File: src/cpuPkg.sv
package cpuPkg;

	localparam int DataWidth = 32;
	localparam int AddrWidth = 16;        // word address
	localparam int RegCount = 16;
	localparam int RegIndexWidth = 4;
	localparam int ShiftWidth = $clog2(DataWidth);

	// requests allowed in flight on the memory port
	localparam int MemCredits = 2;
	localparam int CreditWidth = $clog2(MemCredits + 1);

	// instruction fields
	localparam int OpcodeLsb = 27;
	localparam int OpcodeWidth = 5;
	localparam int RaLsb = 23;
	localparam int RbLsb = 19;
	localparam int RcLsb = 15;
	localparam int ImmWidth = 19;         // sign-extended C
	localparam int CondLsb = 19;
	localparam int CondWidth = 2;

	// branch conditions
	localparam logic [CondWidth-1:0] CondZero = 2'd0;
	localparam logic [CondWidth-1:0] CondNonZero = 2'd1;
	localparam logic [CondWidth-1:0] CondPositive = 2'd2;
	localparam logic [CondWidth-1:0] CondNegative = 2'd3;

	typedef enum logic [OpcodeWidth-1:0] {
		opLd = 5'd0, opLdi = 5'd1, opSt = 5'd2, opAdd = 5'd3, opSub = 5'd4,
		opShr = 5'd5, opShl = 5'd6, opAnd = 5'd9, opOr = 5'd10, opAddi = 5'd11,
		opAndi = 5'd12, opOri = 5'd13, opNeg = 5'd16, opNot = 5'd17, opBr = 5'd18,
		opNop = 5'd25, opHalt = 5'd26
	} opcodeT;

	typedef enum logic [4:0] {
		stFetch0, stFetch1, stFetch2, stDecode, stLoadY, stCompute, stWriteBack,
		stLoadMar, stMemRead, stMemWait, stLoadResult, stStoreData, stMemWrite,
		stBranchCond, stBranchY, stBranchZ, stBranchPc, stHalted
	} stateT;

	typedef enum logic [3:0] {
		aluPass, aluAdd, aluSub, aluAnd, aluOr, aluShl, aluShr, aluNeg, aluNot, aluIncrement
	} aluOpT;

	typedef enum logic [2:0] {busRegister, busPc, busZLow, busMdr, busImmediate} busSourceT;

	typedef enum logic [1:0] {selRa, selRb, selRc} regSelectT;

endpackage

File: src/memCredit.sv
`timescale 1ns/1ns

module memCredit import cpuPkg::*; (
	input logic Clock,
	input logic Reset,
	input logic issue,
	input logic issueWrite,
	input logic [AddrWidth-1:0] addr,
	input logic [DataWidth-1:0] data,
	input logic memCreditReturn,
	output logic canIssue,
	output logic memReqValid,
	output logic memReqWrite,
	output logic [AddrWidth-1:0] memReqAddr,
	output logic [DataWidth-1:0] memReqData
);

	logic [CreditWidth-1:0] credits;
	logic spend;

	assign canIssue = (credits != '0);
	assign spend = issue && canIssue;

	always_ff @(posedge Clock or posedge Reset) begin
		if (Reset) begin
			credits <= CreditWidth'(MemCredits);
			memReqValid <= 1'b0;
		end else begin
			memReqValid <= spend;     // one-cycle request pulse
			case ({spend, memCreditReturn})
				2'b10: credits <= credits - 1'b1;
				2'b01: credits <= credits + 1'b1;
				default: credits <= credits;  // both or neither
			endcase
		end
	end

	// request fields, valid alongside memReqValid
	always_ff @(posedge Clock) begin
		if (spend) begin
			memReqWrite <= issueWrite;
			memReqAddr <= addr;
			memReqData <= data;
		end
	end

endmodule

File: config.mk
export PLATFORM = sky130hd
export DESIGN_NAME = memCredit
export DESIGN_NICKNAME = d
export VERILOG_FILES = /design/src/cpuPkg.sv /design/src/memCredit.sv
export SDC_FILE = /design/constraint.sdc
export NUM_CORES = 1
export LEC_CHECK = 0
export ABC_CLOCK_PERIOD_IN_PS = 2800
export BUFFER_PORTS_ARGS = -buffer_cell sky130_fd_sc_hd__buf_4
export CORE_MARGIN = 2
export CORE_UTILIZATION = 41
export DETAILED_ROUTE_END_ITERATION = 7
export GPL_TIMING_DRIVEN = 0
export PLACE_DENSITY = 0.78
export RECOVER_POWER = 100
export SLEW_MARGIN = 10
export SYNTH_ARGS = -nofsm -noshare
export SYNTH_HDL_FRONTEND = slang
export SYNTH_SLANG_ARGS = --single-unit
File: constraint.sdc
create_clock -name Clock -period 2.8 [get_ports Clock]
set_input_delay 0.14 -clock Clock [delete_from_list [all_inputs] [get_ports Clock]]
set_output_delay 0.14 -clock Clock [all_outputs]
set_load 0.005 [all_outputs]
Yosys cells after proc, flatten, opt, wreduce, memory -nomap -nowiden
Index checks and enable logic that the tools add are counted.
{"block": "word_totals", "regBits": 52, "word_cells": 13, "output_inout_bits": 51}
{"block": "op_classes", "n_mux": 1, "reduce_logical": 3, "n_addsub": 2, "eq_ne": 2}
{"cell": "$pmux W2 S2", "n": 1}
{"cell": "$reduce_bool A2 Y1", "n": 2}
{"cell": "$add A2 B1 Y2 const B", "n": 1}
{"cell": "$eq A2 B1 Y1 const B", "n": 1}
{"cell": "$eq A2 B2 Y1 const B", "n": 1}
{"cell": "$sub A2 B1 Y2 const B", "n": 1}
{"cell": "$logic_and A1 B1 Y1", "n": 1}

Depth between registers and ports, before layout
{"block": "depth", "depth_word": 4, "depth_mapped": 6}

Worst setup path before layout
OpenSTA, ideal clock, no wires.
{"block": "synth_timing", "path_kind": "flip-flop to flip-flop", "from": "reg credits[1]", "to": "reg memReqAddr[0], enable pin", "stages_incl_launch_ff": 4, "period_less_slack_ns": 2.090, "required_time_ns": 2.396, "setup_time_ns": 0.404, "path_buffers": 0, "arrival_ns": 1.686, "setup_slack_ns": 0.710, "path_cell_list": "dfstp_2 or2_1 nand2_1 inv_1"}
{"block": "synth_between", "elab_chain_len": 2}
{"element": "start: declaration", "line": "memCredit.sv:18", "source": "logic [CreditWidth-1:0] credits;"}
{"element": "start signal: assignment", "line": "memCredit.sv:26", "source": "credits <= CreditWidth'(MemCredits);"}
{"element": "start signal: assignment", "line": "memCredit.sv:31", "source": "2'b10: credits <= credits - 1'b1;"}
{"element": "start signal: assignment", "line": "memCredit.sv:32", "source": "2'b01: credits <= credits + 1'b1;"}
{"element": "$reduce_bool A2 Y1", "line": "memCredit.sv:21", "source": "assign canIssue = (credits != '0);"}
{"element": "named net canIssue", "line": "memCredit.sv:11", "source": "output logic canIssue,"}
{"element": "$logic_and A1 B1 Y1", "line": "memCredit.sv:22", "source": "assign spend = issue && canIssue;"}
{"element": "named net spend", "line": "memCredit.sv:19", "source": "logic spend;"}
{"element": "end signal: assignment", "line": "memCredit.sv:42", "source": "memReqAddr <= addr;"}
{"element": "end: declaration", "line": "memCredit.sv:14", "source": "output logic [AddrWidth-1:0] memReqAddr,"}
The timed path passes the listed nets, and every way through them passes these cells.
A chain may end at the register's enable or synchronous reset.

Final worst setup path
{"block": "layout_timing", "from": "reg credits[1]", "to": "reg memReqData[27], enable pin"}
{"block": "layout_between", "elab_chain_len": 2}
{"element": "$reduce_bool A2 Y1", "line": "memCredit.sv:21"}
{"element": "$logic_and A1 B1 Y1", "line": "memCredit.sv:22"}
{"element": "named net spend", "line": "memCredit.sv:19"}
{"element": "end signal: assignment", "line": "memCredit.sv:43", "source": "memReqData <= data;"}
{"element": "end: declaration", "line": "memCredit.sv:15", "source": "output logic [DataWidth-1:0] memReqData"}
The timed path passes the listed nets, and every way through them passes these cells.

==> qor.yml <==
final_layout:
  layout_common_cells: "clkbuf_4, edfxtp_1, clkbuf_8"
  fin_util_pct: 69.5
  multiInputGateArea_um2: 52.6
  regArea_um2: 1550
  final_common_cell: "clkbuf_4"
  area_growth_pct: 60.6
  diodes: 0
  final_nets: 230
  final_cells: 225
  drive_gt1_share_pct: 61.6
  fillCellCount: 255
die:
  core_area_um2: 3720
  core.rowCount: 22
  start_util_pct: 43.3
  dieHeight_um: 66.6
  die_width_um: 66.6
  fp.dieArea_um2: 4440
  boundaryPins: 104
setup_path:
  crit_required_ns: 2.78
  cp_num_buf_inv: 2
  worstPathMaxFanout: 40
  worstPathCellList: "or2_0, nand2_1, inv_1, buf_12"
  arrival_ns: 1.71
  startpoint_type: "flop"
  critPathTopFamily: "buffers and inverters"
  cp_slowest_cell: "dfstp_1"
  max_stage_delay_ns: 0.54
  critPathKind: "flop to flop"
  crit_path_end_kind: "flop"
sta:
  clock_skew_ns: 0.00425
  post-route-period-util_pct: 61.7
  layout_min_cycle_time_ns: 1.73
  setup_viol: 0
  tns_ns: 0
  rsz0062_at_grt: "false"
  max-slew-margin-rel_pct: 71.2
  worstMarginPinSlew_ns: 0.432
  hold_viol_final: 0
  hold_ws_ns: 0.0432
  slew_viol_final: 0
  setup_ws_ns: 1.07
  clock.fmax_mhz: 579
clocking:
  cts_buffer_depth: 2
  root_buffer: "clkbuf_8"
  clk_latency_ns: 0.29
  htree_levels: 2
  cts_inserted_buffers: 5
  clock-sinks: 52
  cts_tree: "yes"
  cts_setup_buffers: 0
  cts_resized: 0
  clkSlewWorstSetupHoldPaths_ns: 0.09
  ctsHoldBuffers: 1
synth:
  ys_warn_count: 0
  synth_top_area_share_pct: 91.5
  synth_area_per_cell_um2: 26.4
  yosysUniqueCellTypes: 10
  synth_top_area_cell: "edfxtp_1"
  synthTopCellsByArea: "edfxtp_1, dfrtp_1, dfstp_2"
  syn_inst: 61
  synth-seq-cells: 52
  synth_area_um2: 1610
  yosysSeqAreaShare_pct: 96.3
  synth_nets: 115
power_and_ir_drop:
  peakVddDrop_uv: 482
  p_leak_uw: 0.00108
  power_density_nw_per_um2: 735
detailed_routing:
  ant_nets: 0
  vias: 1001
  drt-initial-drc-count: 74
  wl_per_cell_um: 14.5
  via_per_inst: 4.45
  drc_errors: 0
  routed_wl_mm: 3.26
  dr.pass1.iters: 4
hold_path:
  hold_class: "input pin to flop"
global_route:
  antenna_found_initial: 0
  grt.total_usage_pct: 14.8
  grt_pass1_vias: 964
  grt_max_degree: 41
  grt_pass1_wl_mm: 4.57
  grt_overflow: 0
placed_design:
  place_inst: 213
  dp_slack_ns: 1.26
  dpl.hpwl_mm: 2.61
  io_buffers: 103
  gp_congestion: 0.614
run_status:
  status: "finished clean"
run:
  cap_violations: 0
[state kept, by name, indices dropped and copies added, names as in the netlist]
register	flops
memReqWrite	1
memReqValid	1
credits	2
memReqData	32
memReqAddr	16
[worst paths after layout]
path                            slack [ns]  startpoint        endpoint  cells past startpoint
worst max register to register        1.07  credits[1]  memReqData[27]                      4
max in group asynchronous             2.32       Reset      credits[1]                      3
worst min register to register        0.52  credits[0]      credits[0]                      1
worst max-delay path                  1.07  credits[1]  memReqData[27]                      4
worst min-delay path                  0.04     addr[8]   memReqAddr[8]                      1
min in group asynchronous             0.28       Reset      credits[0]                      3
[layer usage]
metal  routed length, µm  GRT usage [%]  vias to the layer above
met2                1720           25.8                       62
met3                 374           5.57                        2
met5                   0              0                        -
met4                  18           5.36                        0
li1                    -              -                      462
met1                1140           16.6                      475
[where the power goes]
| group | leakage [µW] | internal (µW) | total [µW] | switching (µW) |
|---|---|---|---|---|
| logic | 0.000531 | 226 | 404 | 179 |
| clock network | 0.0000414 | 178 | 398 | 220 |
| registers | 0.000503 | 1050 | 1100 | 47.1 |
[synth_stat cells]
| cell type | instances |
|---|---|
| nand2_1 | 1 |
| xnor2_1 | 1 |
| or2_1 | 1 |
| inv_1 | 2 |
| nor2_1 | 1 |
| dfrtp_1 | 2 |
| edfxtp_1 | 49 |
| xor2_1 | 2 |
| dfstp_2 | 1 |
| ha_1 | 1 |
[cell type report]
class / count / area share (%)
Clock buffer: 6 / 2.81
Clock inverter: 2 / 0.630
Inverter: 2 / 0.291
Multi-Input combinational cell: 7 / 2.03
Sequential cell: 52 / 59.9
Tap cell: 48 / 2.33
Timing Repair Buffer: 108 / 32.0
[metrics by stage]
step / power (µW) / instance area, µm²
floorplan: 1240 / 1610
CTS: 1940 / 2560
finish: 1900 / 2580
global placement: 1520 / 2440
detailed placement: 1550 / 2460
global route: 2000 / 2580
[kinds of logic after synthesis]
logic type    after synthesis  synth area share (%)
xor+xnor                    3                  1.63
fa+ha+maj                   1                 0.778
buf+inv                     2                 0.467
flops                      52                  96.3
simple gates                3                 0.856
(Power assumes the default switching activity.)
