===== config.mk =====
export PLATFORM = sky130hd
export DESIGN_NAME = controlSequencer_flat
export DESIGN_NICKNAME = d
export VERILOG_FILES = /design/src/cpuPkg.sv /design/src/controlIf.sv /design/src/controlSequencer.sv /design/src/flat_wrapper.sv
export SDC_FILE = /design/constraint.sdc
export NUM_CORES = 1
export LEC_CHECK = 0
export ABC_AREA = 0
export ABC_CLOCK_PERIOD_IN_PS = 1700
export BUFFER_PORTS_ARGS = -buffer_cell sky130_fd_sc_hd__buf_2
export CORE_MARGIN = 2
export CORE_UTILIZATION = 40
export CTS_CLUSTER_SIZE = 25
export DETAILED_ROUTE_END_ITERATION = 12
export PLACE_DENSITY = 0.72
export SLEW_MARGIN = 10
export SYNTH_ARGS = -nofsm -noshare
export SYNTH_HDL_FRONTEND = slang
export SYNTH_SLANG_ARGS = --single-unit

===== constraint.sdc =====
create_clock -name Clock -period 1.7 [get_ports Clock]
set_clock_uncertainty 0.15 [all_clocks]
set_input_delay 0.17 -clock Clock [delete_from_list [all_inputs] [get_ports Clock]]
set_output_delay 0.17 -clock Clock [all_outputs]
set_load 0.02 [all_outputs]

===== src/cpuPkg.sv =====
package cpuPkg;

	localparam int DataWidth = 32;
	localparam int AddrWidth = 16;        // word address
	localparam int RegCount = 16;
	localparam int RegIndexWidth = 4;
	localparam int ShiftWidth = $clog2(DataWidth);

	// requests allowed in flight on the memory port
	localparam int MemCredits = 2;
	localparam int CreditWidth = $clog2(MemCredits + 1);

	// instruction fields
	localparam int OpcodeLsb = 27;
	localparam int OpcodeWidth = 5;
	localparam int RaLsb = 23;
	localparam int RbLsb = 19;
	localparam int RcLsb = 15;
	localparam int ImmWidth = 19;         // sign-extended C
	localparam int CondLsb = 19;
	localparam int CondWidth = 2;

	// branch conditions
	localparam logic [CondWidth-1:0] CondZero = 2'd0;
	localparam logic [CondWidth-1:0] CondNonZero = 2'd1;
	localparam logic [CondWidth-1:0] CondPositive = 2'd2;
	localparam logic [CondWidth-1:0] CondNegative = 2'd3;

	typedef enum logic [OpcodeWidth-1:0] {
		opLd = 5'd0, opLdi = 5'd1, opSt = 5'd2, opAdd = 5'd3, opSub = 5'd4,
		opShr = 5'd5, opShl = 5'd6, opAnd = 5'd9, opOr = 5'd10, opAddi = 5'd11,
		opAndi = 5'd12, opOri = 5'd13, opNeg = 5'd16, opNot = 5'd17, opBr = 5'd18,
		opNop = 5'd25, opHalt = 5'd26
	} opcodeT;

	typedef enum logic [4:0] {
		stFetch0, stFetch1, stFetch2, stDecode, stLoadY, stCompute, stWriteBack,
		stLoadMar, stMemRead, stMemWait, stLoadResult, stStoreData, stMemWrite,
		stBranchCond, stBranchY, stBranchZ, stBranchPc, stHalted
	} stateT;

	typedef enum logic [3:0] {
		aluPass, aluAdd, aluSub, aluAnd, aluOr, aluShl, aluShr, aluNeg, aluNot, aluIncrement
	} aluOpT;

	typedef enum logic [2:0] {busRegister, busPc, busZLow, busMdr, busImmediate} busSourceT;

	typedef enum logic [1:0] {selRa, selRb, selRc} regSelectT;

endpackage


===== src/controlIf.sv =====
`timescale 1ns/1ns

interface controlIf import cpuPkg::*; ();

	busSourceT busSource;
	aluOpT aluOp;
	regSelectT regSelect;
	logic regWrite;
	logic baseZero;       // r0 reads as zero
	logic loadY;
	logic loadZ;
	logic loadMar;
	logic loadMdr;
	logic loadIr;
	logic loadPc;
	logic loadPcIfCon;
	logic loadCon;
	logic mdrFromMemory;  // mdr input from memory, not bus
	opcodeT opcode;

	modport sequencer (output busSource, aluOp, regSelect, regWrite, baseZero, loadY, loadZ,
		loadMar, loadMdr, loadIr, loadPc, loadPcIfCon, loadCon, mdrFromMemory,
		input opcode);

	modport datapath (input busSource, aluOp, regSelect, regWrite, baseZero, loadY, loadZ,
		loadMar, loadMdr, loadIr, loadPc, loadPcIfCon, loadCon, mdrFromMemory,
		output opcode);

endinterface


===== src/controlSequencer.sv =====
`timescale 1ns/1ns

module controlSequencer import cpuPkg::*; (
	input logic Clock,
	input logic Reset,
	controlIf.sequencer ctrl,
	input logic canIssue,
	input logic memRspValid,
	output logic issue,
	output logic issueWrite,
	output logic halted
);

	stateT state;
	stateT nextState;
	aluOpT opAlu;
	logic usesImmediate;
	logic isUnary;
	logic isMemOp;

	always_comb begin
		case (ctrl.opcode)
			opAdd, opAddi, opLdi, opLd, opSt: opAlu = aluAdd;
			opSub: opAlu = aluSub;
			opAnd, opAndi: opAlu = aluAnd;
			opOr, opOri: opAlu = aluOr;
			opShl: opAlu = aluShl;
			opShr: opAlu = aluShr;
			opNeg: opAlu = aluNeg;
			opNot: opAlu = aluNot;
			default: opAlu = aluPass;
		endcase
	end

	assign usesImmediate = ctrl.opcode inside {opAddi, opAndi, opOri, opLdi, opLd, opSt};
	assign isUnary = ctrl.opcode inside {opNeg, opNot};
	assign isMemOp = ctrl.opcode inside {opLd, opSt};
	assign halted = (state == stHalted);

	always_ff @(posedge Clock or posedge Reset) begin
		if (Reset)
			state <= stFetch0;
		else
			state <= nextState;
	end

	always_comb begin
		nextState = state;    // memory states hold by default
		ctrl.busSource = busRegister;
		ctrl.aluOp = aluPass;
		ctrl.regSelect = selRa;
		ctrl.regWrite = 1'b0;
		ctrl.baseZero = 1'b0;
		ctrl.loadY = 1'b0;
		ctrl.loadZ = 1'b0;
		ctrl.loadMar = 1'b0;
		ctrl.loadMdr = 1'b0;
		ctrl.loadIr = 1'b0;
		ctrl.loadPc = 1'b0;
		ctrl.loadPcIfCon = 1'b0;
		ctrl.loadCon = 1'b0;
		ctrl.mdrFromMemory = 1'b0;
		issue = 1'b0;
		issueWrite = 1'b0;
		case (state)
			stFetch0: begin
				ctrl.busSource = busPc;
				ctrl.loadMar = 1'b1;
				ctrl.aluOp = aluIncrement;
				ctrl.loadZ = 1'b1;    // z = pc + 1
				nextState = stFetch1;
			end
			stFetch1: begin
				ctrl.busSource = busZLow;
				if (canIssue) begin
					ctrl.loadPc = 1'b1;
					issue = 1'b1;
					nextState = stFetch2;
				end
			end
			stFetch2: begin
				if (memRspValid) begin
					ctrl.mdrFromMemory = 1'b1;
					ctrl.loadMdr = 1'b1;
					nextState = stDecode;
				end
			end
			stDecode: begin
				ctrl.busSource = busMdr;
				ctrl.loadIr = 1'b1;   // opcode is bypassed from the bus this cycle
				case (ctrl.opcode)
					opAdd, opSub, opAnd, opOr, opShl, opShr,
					opAddi, opAndi, opOri, opLdi, opLd, opSt: nextState = stLoadY;
					opNeg, opNot: nextState = stCompute;
					opBr: nextState = stBranchCond;
					opHalt: nextState = stHalted;
					default: nextState = stFetch0;   // nop and unused codes
				endcase
			end
			stLoadY: begin
				ctrl.regSelect = selRb;
				ctrl.baseZero = ctrl.opcode inside {opLd, opLdi, opSt};
				ctrl.loadY = 1'b1;
				nextState = stCompute;
			end
			stCompute: begin
				ctrl.aluOp = opAlu;
				ctrl.loadZ = 1'b1;
				if (usesImmediate)
					ctrl.busSource = busImmediate;
				else
					ctrl.regSelect = isUnary ? selRb : selRc;
				nextState = isMemOp ? stLoadMar : stWriteBack;
			end
			stWriteBack: begin
				ctrl.busSource = busZLow;
				ctrl.regWrite = 1'b1;
				nextState = stFetch0;
			end
			stLoadMar: begin
				ctrl.busSource = busZLow;
				ctrl.loadMar = 1'b1;  // effective address
				nextState = (ctrl.opcode == opSt) ? stStoreData : stMemRead;
			end
			stMemRead: begin
				if (canIssue) begin
					issue = 1'b1;
					nextState = stMemWait;
				end
			end
			stMemWait: begin
				if (memRspValid) begin
					ctrl.mdrFromMemory = 1'b1;
					ctrl.loadMdr = 1'b1;
					nextState = stLoadResult;
				end
			end
			stLoadResult: begin
				ctrl.busSource = busMdr;
				ctrl.regWrite = 1'b1;
				nextState = stFetch0;
			end
			stStoreData: begin
				ctrl.loadMdr = 1'b1;  // ra onto the bus into mdr
				nextState = stMemWrite;
			end
			stMemWrite: begin
				if (canIssue) begin
					issue = 1'b1;
					issueWrite = 1'b1;
					nextState = stFetch0;   // no response to wait for
				end
			end
			stBranchCond: begin
				ctrl.loadCon = 1'b1;
				nextState = stBranchY;
			end
			stBranchY: begin
				ctrl.busSource = busPc;
				ctrl.loadY = 1'b1;
				nextState = stBranchZ;
			end
			stBranchZ: begin
				ctrl.busSource = busImmediate;
				ctrl.aluOp = aluAdd;
				ctrl.loadZ = 1'b1;
				nextState = stBranchPc;
			end
			stBranchPc: begin
				ctrl.busSource = busZLow;
				ctrl.loadPcIfCon = 1'b1;
				nextState = stFetch0;
			end
			stHalted: nextState = stHalted;   // until reset
			default: nextState = stFetch0;
		endcase
	end

endmodule


===== src/flat_wrapper.sv =====
// flat-port wrapper written by rule: the top's interface ports become plain ports
module controlSequencer_flat import cpuPkg::*;
  (Clock, Reset, canIssue, memRspValid, issue, issueWrite, halted, ctrl_busSource, ctrl_aluOp, ctrl_regSelect, ctrl_regWrite, ctrl_baseZero, ctrl_loadY, ctrl_loadZ, ctrl_loadMar, ctrl_loadMdr, ctrl_loadIr, ctrl_loadPc, ctrl_loadPcIfCon, ctrl_loadCon, ctrl_mdrFromMemory, ctrl_opcode);
  controlIf ctrl_i ();
  input logic Clock;
  input logic Reset;
  input logic canIssue;
  input logic memRspValid;
  output logic issue;
  output logic issueWrite;
  output logic halted;
  output wire logic [$bits(ctrl_i.busSource)-1:0] ctrl_busSource;
  output wire logic [$bits(ctrl_i.aluOp)-1:0] ctrl_aluOp;
  output wire logic [$bits(ctrl_i.regSelect)-1:0] ctrl_regSelect;
  output wire logic [$bits(ctrl_i.regWrite)-1:0] ctrl_regWrite;
  output wire logic [$bits(ctrl_i.baseZero)-1:0] ctrl_baseZero;
  output wire logic [$bits(ctrl_i.loadY)-1:0] ctrl_loadY;
  output wire logic [$bits(ctrl_i.loadZ)-1:0] ctrl_loadZ;
  output wire logic [$bits(ctrl_i.loadMar)-1:0] ctrl_loadMar;
  output wire logic [$bits(ctrl_i.loadMdr)-1:0] ctrl_loadMdr;
  output wire logic [$bits(ctrl_i.loadIr)-1:0] ctrl_loadIr;
  output wire logic [$bits(ctrl_i.loadPc)-1:0] ctrl_loadPc;
  output wire logic [$bits(ctrl_i.loadPcIfCon)-1:0] ctrl_loadPcIfCon;
  output wire logic [$bits(ctrl_i.loadCon)-1:0] ctrl_loadCon;
  output wire logic [$bits(ctrl_i.mdrFromMemory)-1:0] ctrl_mdrFromMemory;
  input wire logic [$bits(ctrl_i.opcode)-1:0] ctrl_opcode;
  assign ctrl_busSource = ctrl_i.busSource;
  assign ctrl_aluOp = ctrl_i.aluOp;
  assign ctrl_regSelect = ctrl_i.regSelect;
  assign ctrl_regWrite = ctrl_i.regWrite;
  assign ctrl_baseZero = ctrl_i.baseZero;
  assign ctrl_loadY = ctrl_i.loadY;
  assign ctrl_loadZ = ctrl_i.loadZ;
  assign ctrl_loadMar = ctrl_i.loadMar;
  assign ctrl_loadMdr = ctrl_i.loadMdr;
  assign ctrl_loadIr = ctrl_i.loadIr;
  assign ctrl_loadPc = ctrl_i.loadPc;
  assign ctrl_loadPcIfCon = ctrl_i.loadPcIfCon;
  assign ctrl_loadCon = ctrl_i.loadCon;
  assign ctrl_mdrFromMemory = ctrl_i.mdrFromMemory;
  assign ctrl_i.opcode = ctrl_opcode;
  controlSequencer u_core (.Clock(Clock), .Reset(Reset), .ctrl(ctrl_i), .canIssue(canIssue), .memRspValid(memRspValid), .issue(issue), .issueWrite(issueWrite), .halted(halted));
endmodule

# Word level (Yosys, flattened, before mapping)
# Memory sizes are Yosys's and may differ from the RTL's.
# Cells that the tools add are included.
# classes
n_reduce_logical,16
eq_ne,29
muxes,29
# op_table
cell,n
case mux 5 bit (15 select lines),1
"equality test 5 x 4 -> 1 bit, second input constant",11
2-to-1 mux 5 bit,5
"equality test 5 x 3 -> 1 bit, second input constant",4
"equality test 5 bit, second input constant",4
"equality test 5 x 2 -> 1 bit, second input constant",3
2-to-1 mux 1 bit,15
case mux 3 bit (5 select lines),1
case mux 4 bit (3 select lines),1
OR reduction 2 bit,6
"equality test 5 x 1 -> 1 bit, second input constant",2
logical NOT 5 bit,2
"inequality test 2 bit, second input constant",5
2-to-1 mux 2 bit,3
nonzero test 6 bit,1
OR reduction 3 bit,2
AND reduction 5 bit,1
case mux 2 bit (2 select lines),1
nonzero test 2 bit,2
OR reduction 4 bit,1
2-to-1 mux 3 bit,1
nonzero test 3 bit,1
case mux 1 bit (2 select lines),1
# totals
register_bits,5
n_memories,2
romBits,256
# mem_list
memory,depth,word_bits,read_ports,rd_ports_with_merged_regs,write_ports,line,text
(name not given),32,4,1,0,0,controlSequencer.sv:91,case (ctrl.opcode)
(name not given),32,4,1,0,0,controlSequencer.sv:22,case (ctrl.opcode)

# Depth between registers and ports, before layout
# logic_depth
word_depth,5
depth_mapped,7
depth_no_buf,7

# Worst setup path after synthesis
# No wires, ideal clock.
# synth_timing
path_kind,flip-flop to output port
from,register u_core.state[0]
to,output ctrl_loadPcIfCon
setup_slack_ns,-0.197
t_arrival_ns,1.577
path_stages_with_launch,5
cell_sequence,dfrtp_1 buf_6 buf_4 buf_2 nor4_1
# synth_via
elab_chain_cells,2
# synth_lines
item,line,text
from (decl),controlSequencer.sv:14,stateT state;
from (signal assigned),controlSequencer.sv:42,state <= stFetch0;
from (signal assigned),controlSequencer.sv:44,state <= nextState;
equality test 5 bit,controlSequencer.sv:65,case (state)
2-to-1 mux 1 bit,controlSequencer.sv:65,
to (decl),flat_wrapper.sv:23,output wire logic [$bits(ctrl_i.loadPcIfCon)-1:0] ctrl_loadPcIfCon;
# No other way between the ends.

# Final worst setup path
# layout_timing
from,register u_core.state[3]
to,output ctrl_regSelect[0]
# layout_via
elab_chain_cells,2
# layout_lines
item,line,text
equality test 5 x 3 -> 1 bit,controlSequencer.sv:65,
case mux 2 bit (2 select lines) *,controlSequencer.sv:65,
to (decl),flat_wrapper.sv:14,output wire logic [$bits(ctrl_i.regSelect)-1:0] ctrl_regSelect;
# Every way passes the cells marked *; elsewhere a longest branch is shown, timed or not.

==> key figures <==
Clock network
  – Cts bufs inserted: 3
  – CTS tree: done
  – Max H-tree Level: 1
  – CTS sink count: 5
  – CTS clk-pin slew, worst paths: ~0.060 ns
  – Bufs on Longest Clock Path: 2
  – Clock Latency Late Sink: 0.26 ns
  – Root Driver: clkbuf_4

Timing
  – Min cycle time layout: roughly 2 ns
  – Post-route setup TNS: -4.366 ns
  – Slew @ Worst Pin: 0.4106 ns
  – Max Freq: 509.0 MHz
  – Max-slew violations: 0
  – Final worst slack: -0.2648 ns
  – Slew headroom: between 70 and 80%
  – RSZ-0062 raised after global routing: true
  – Fin crit share: 115.6%
  – Final hold violations: 0
  – Final Setup Violations: 26

Global route
  – Grt met2 use: a little over two fifths
  – GR Util met3: 4.688%
  – Initial antenna violation count: 0
  – Global-route wire length before repair: 6575 µm
  – Vias in the first global route: around 1,400
  – Global Route met1 Usage: 31.92%
  – Overflow left after global routing: 0
  – Largest net degree at the start of global routing: 28
  – Gr busiest metal: met2
  – Total GRT Usage: 24.93%

Finish
  – Proportion of layout cells with a drive suffix above 1: roughly 62%
  – Area grow syn2layout: 86.77%
  – Top Registers: u_core.state: 5 flops
  – Final antenna diode count: 0
  – Max reg flops: 5
  – Largest Register: u_core.state
  – Nets: between 200 and 300
  – Filler cell count: 173

Critical path
  – Worst Setup Start Kind: flip-flop
  – Reg2Reg Launch Point: u_core.state[3]$_DFFE_PP0P_
  – CP startpoint: u_core.state[3]$_DFFE_PP0P_
  – Reg2reg path depth: 8
  – CP max-delay cell: dfrtp_2
  – Crit. End Element: output port
  – CP max stage delay: about 0.5 ns
  – CP Depth: 5
  – R2r setup slk: -0.20 ns
  – Family with the most delay on the worst path: flip-flops
  – Worst Path Required: ~1.4 ns
  – Worst-path fanout max: 8
  – Buffers & Inverters on Critical Path: 3
  – Reg-to-Reg End: u_core.state[3]$_DFFE_PP0P_
  – Critical-path cell list: buf_4 > buf_6 > or2_4 > a211oi_2 > buf_4
  – Most used cell, CP: buf_4
  – CP Class: flip-flop to output port
  – Timing endpoint of the critical path: ctrl_regSelect[0]
  – WP data arrival: about 1.6 ns

Detailed routing
  – ANT nets after route: 0
  – Drt pass-1 iters: 4
  – Vias: 1,638
  – Drt wl/cell: around 17 µm
  – DRC viols: 0
  – First-iteration detailed-routing DRC count: between 80 and 90
  – Drt total wl: 4714 µm
  – Vias per cell: 5.913

Synth
  – Mux share of post-synthesis cell area: less than 1%
  – Largest family of logic cells by synthesized area: simple AND/OR/NAND/NOR gates
  – Post-Synth XOR/XNOR Area: around 1.5%
  – Synth Cell Area: around 0.0012 mm²
  – Most used DFF post-synth: dfrtp_1
  – Top-area cell type share of the netlist area: 10.85%
  – Avg Cell Area, Syn: 7.255 µm²
  – Most instantiated cells after synthesis: 17 x nand2_1, 15 x nor2_1, 9 x a21oi_1
  – Synthesized flop and latch total: 5
  – Async SR Flop Fraction: between 90% and 100%
  – Register area share after synthesis: around 11%
  – Count leader, synth: nand2_1
  – Number of synthesized flops with an enable pin: 0
  – Synth area leader: dfrtp_1
  – Post-Syn Instances: 159
  – Top cells by area, synth: dfrtp_1 11%, buf_6 7.8%, nand2_1 5.5%
  – Yosys warnings: 0
  – Post-Synth Simple-Gate Area: about two fifths
  – Mapped Nets: about 170
  – Post-Synth Adder-Cell Area: 5.206%
  – Count of different cell masters after synthesis: 56
  – Compound-Gate Fraction of Synth Area: between 30% and 40%

Floorplan
  – Core area: approximately 0.0028 mm²
  – Die Footprint: 0.003330 mm²
  – Die H: about 58 µm
  – Starting density of the core: a little over two fifths
  – IO Pins: 32
  – Chip Width: around 58 µm
  – Num rows: 19

Place
  – DP HPWL: around 2500 µm
  – IO Port Bufs: 31
  – Gpl congestion: slightly above 0.8

Pwr
  – Tot Pwr: approximately 4.0 mW
  – Pwr dens: 1843 mW/mm²
  – Maximum VDD drop: ~1.4 mV
  – Static Leak: roughly 0.98 nW

Job
  – Max-Cap Viols: 0

Run status
  – Failing checks: setup timing
  – Status: finished, violations left

Min path
  – Class of the worst hold path: primary input to async pin
worst min path at each step:
stage / startpoint / endpoint / slack (ns) / depth (start not counted)
after floorplan: Reset / u_core.state[0]$_DFFE_PP0P_ / -0.20 / 1
after global placement: Reset / u_core.state[1]$_DFFE_PP0P_ / -0.08 / 2
after detailed placement: Reset / u_core.state[3]$_DFFE_PP0P_ / -0.08 / 2
after CTS: Reset / u_core.state[1]$_DFFE_PP0P_ / 0.21 / 3
after global routing: Reset / u_core.state[3]$_DFFE_PP0P_ / 0.22 / 3
final: Reset / u_core.state[3]$_DFFE_PP0P_ / 0.20 / 3
layer usage:
| layer | routed length (µm) | vias to the layer above |
|---|---|---|
| met2 | 2442 | 74 |
| met5 | 0 | - |
| met3 | 309 | 22 |
| li1 | - | 764 |
| met1 | 1818 | 778 |
| met4 | 144 | 0 |
cell families (layout without fill, tap and decap cells):
kind of cell / count (synthesis) / after routing
mux: 1 / 1
compound gates: 51 / 51
fa+ha+maj: 5 / 5
simple gates: 75 / 75
buf+inv: 20 / 107
xor+xnor: 2 / 2
flops: 5 / 5
timing repair:
action                                 in CTS  in global routing
resized for setup                          50                 45
hold buffers                                1                  0
cloned                                      0                  1
endpoints found under the hold margin       5                  0
setup endpoints to repair                  25                 27
pin swaps                                   8                 24
buffers inserted                           18                 13
stage by stage:
| stage | util [%] | hold slack (ns) | instances | worst slack, ns | cell area [µm²] |
|---|---|---|---|---|---|
| floorplan | - | -0.2015 | 159 | -0.008461 | 1200 |
| global placement | 56.49 | -0.07952 | 243 | -0.05124 | 1558 |
| detailed placement | 56.49 | -0.07840 | 243 | -0.07175 | 1558 |
| CTS | 68.24 | 0.2067 | 266 | -0.2253 | 1882 |
| global route | 78.13 | 0.2171 | 277 | -0.3514 | 2155 |
| finish | 78.13 | 0.1992 | 277 | -0.2648 | 2155 |
tightest hold or removal path, stage by stage:
cell	delay, ns
dlygate4sd3_1	0.53
buf_2	0.13
inv_1	0.15
area by class of cell:
class / instances / area [µm²] / share of cell area (%)
repair buffers: 99 / 844.6 / 39.20
clock buffers: 4 / 26.28 / 1.220
inverters: 4 / 15.01 / 0.6969
multi-input cells: 134 / 1099 / 50.99
well taps: 31 / 38.79 / 1.800
flip-flops and latches: 5 / 131.4 / 6.098
placed cells by master (no fill, tap or decap), types with 2 or more instances in the layout:
cell type and count:
o22ai_1 3, buf_6 25, nor4_4 2, a21o_1 2, buf_2 10, o21ai_1 5
buf_4 61, a211oi_2 3, nor3b_2 3, nand2b_1 4, nor3_4 2, nor2_4 5
or3_1 4, nor3_1 2, o21ai_0 7, ha_1 4, dfrtp_2 5, clkbuf_4 3
nand3_1 3, o22a_1 2, nand2_1 14, nor2_1 9, nor2_2 2, inv_1 4
nor2b_1 2, and3b_1 2, a21oi_1 6, a31oi_1 4, nand2_4 2, o21ai_2 3
a21oi_2 5
report_power, final:
part | leakage, nW | switching (mW) | total [mW] | internal (mW)
clock network | 0.0150 | 0.0626 | 0.152 | 0.0896
registers | 0.0581 | 0.117 | 0.295 | 0.177
logic | 0.905 | 1.70 | 3.52 | 1.82
total | 0.978 | 1.88 | 3.97 | 2.09
Note: power is estimated with default switching activity, not from simulation.
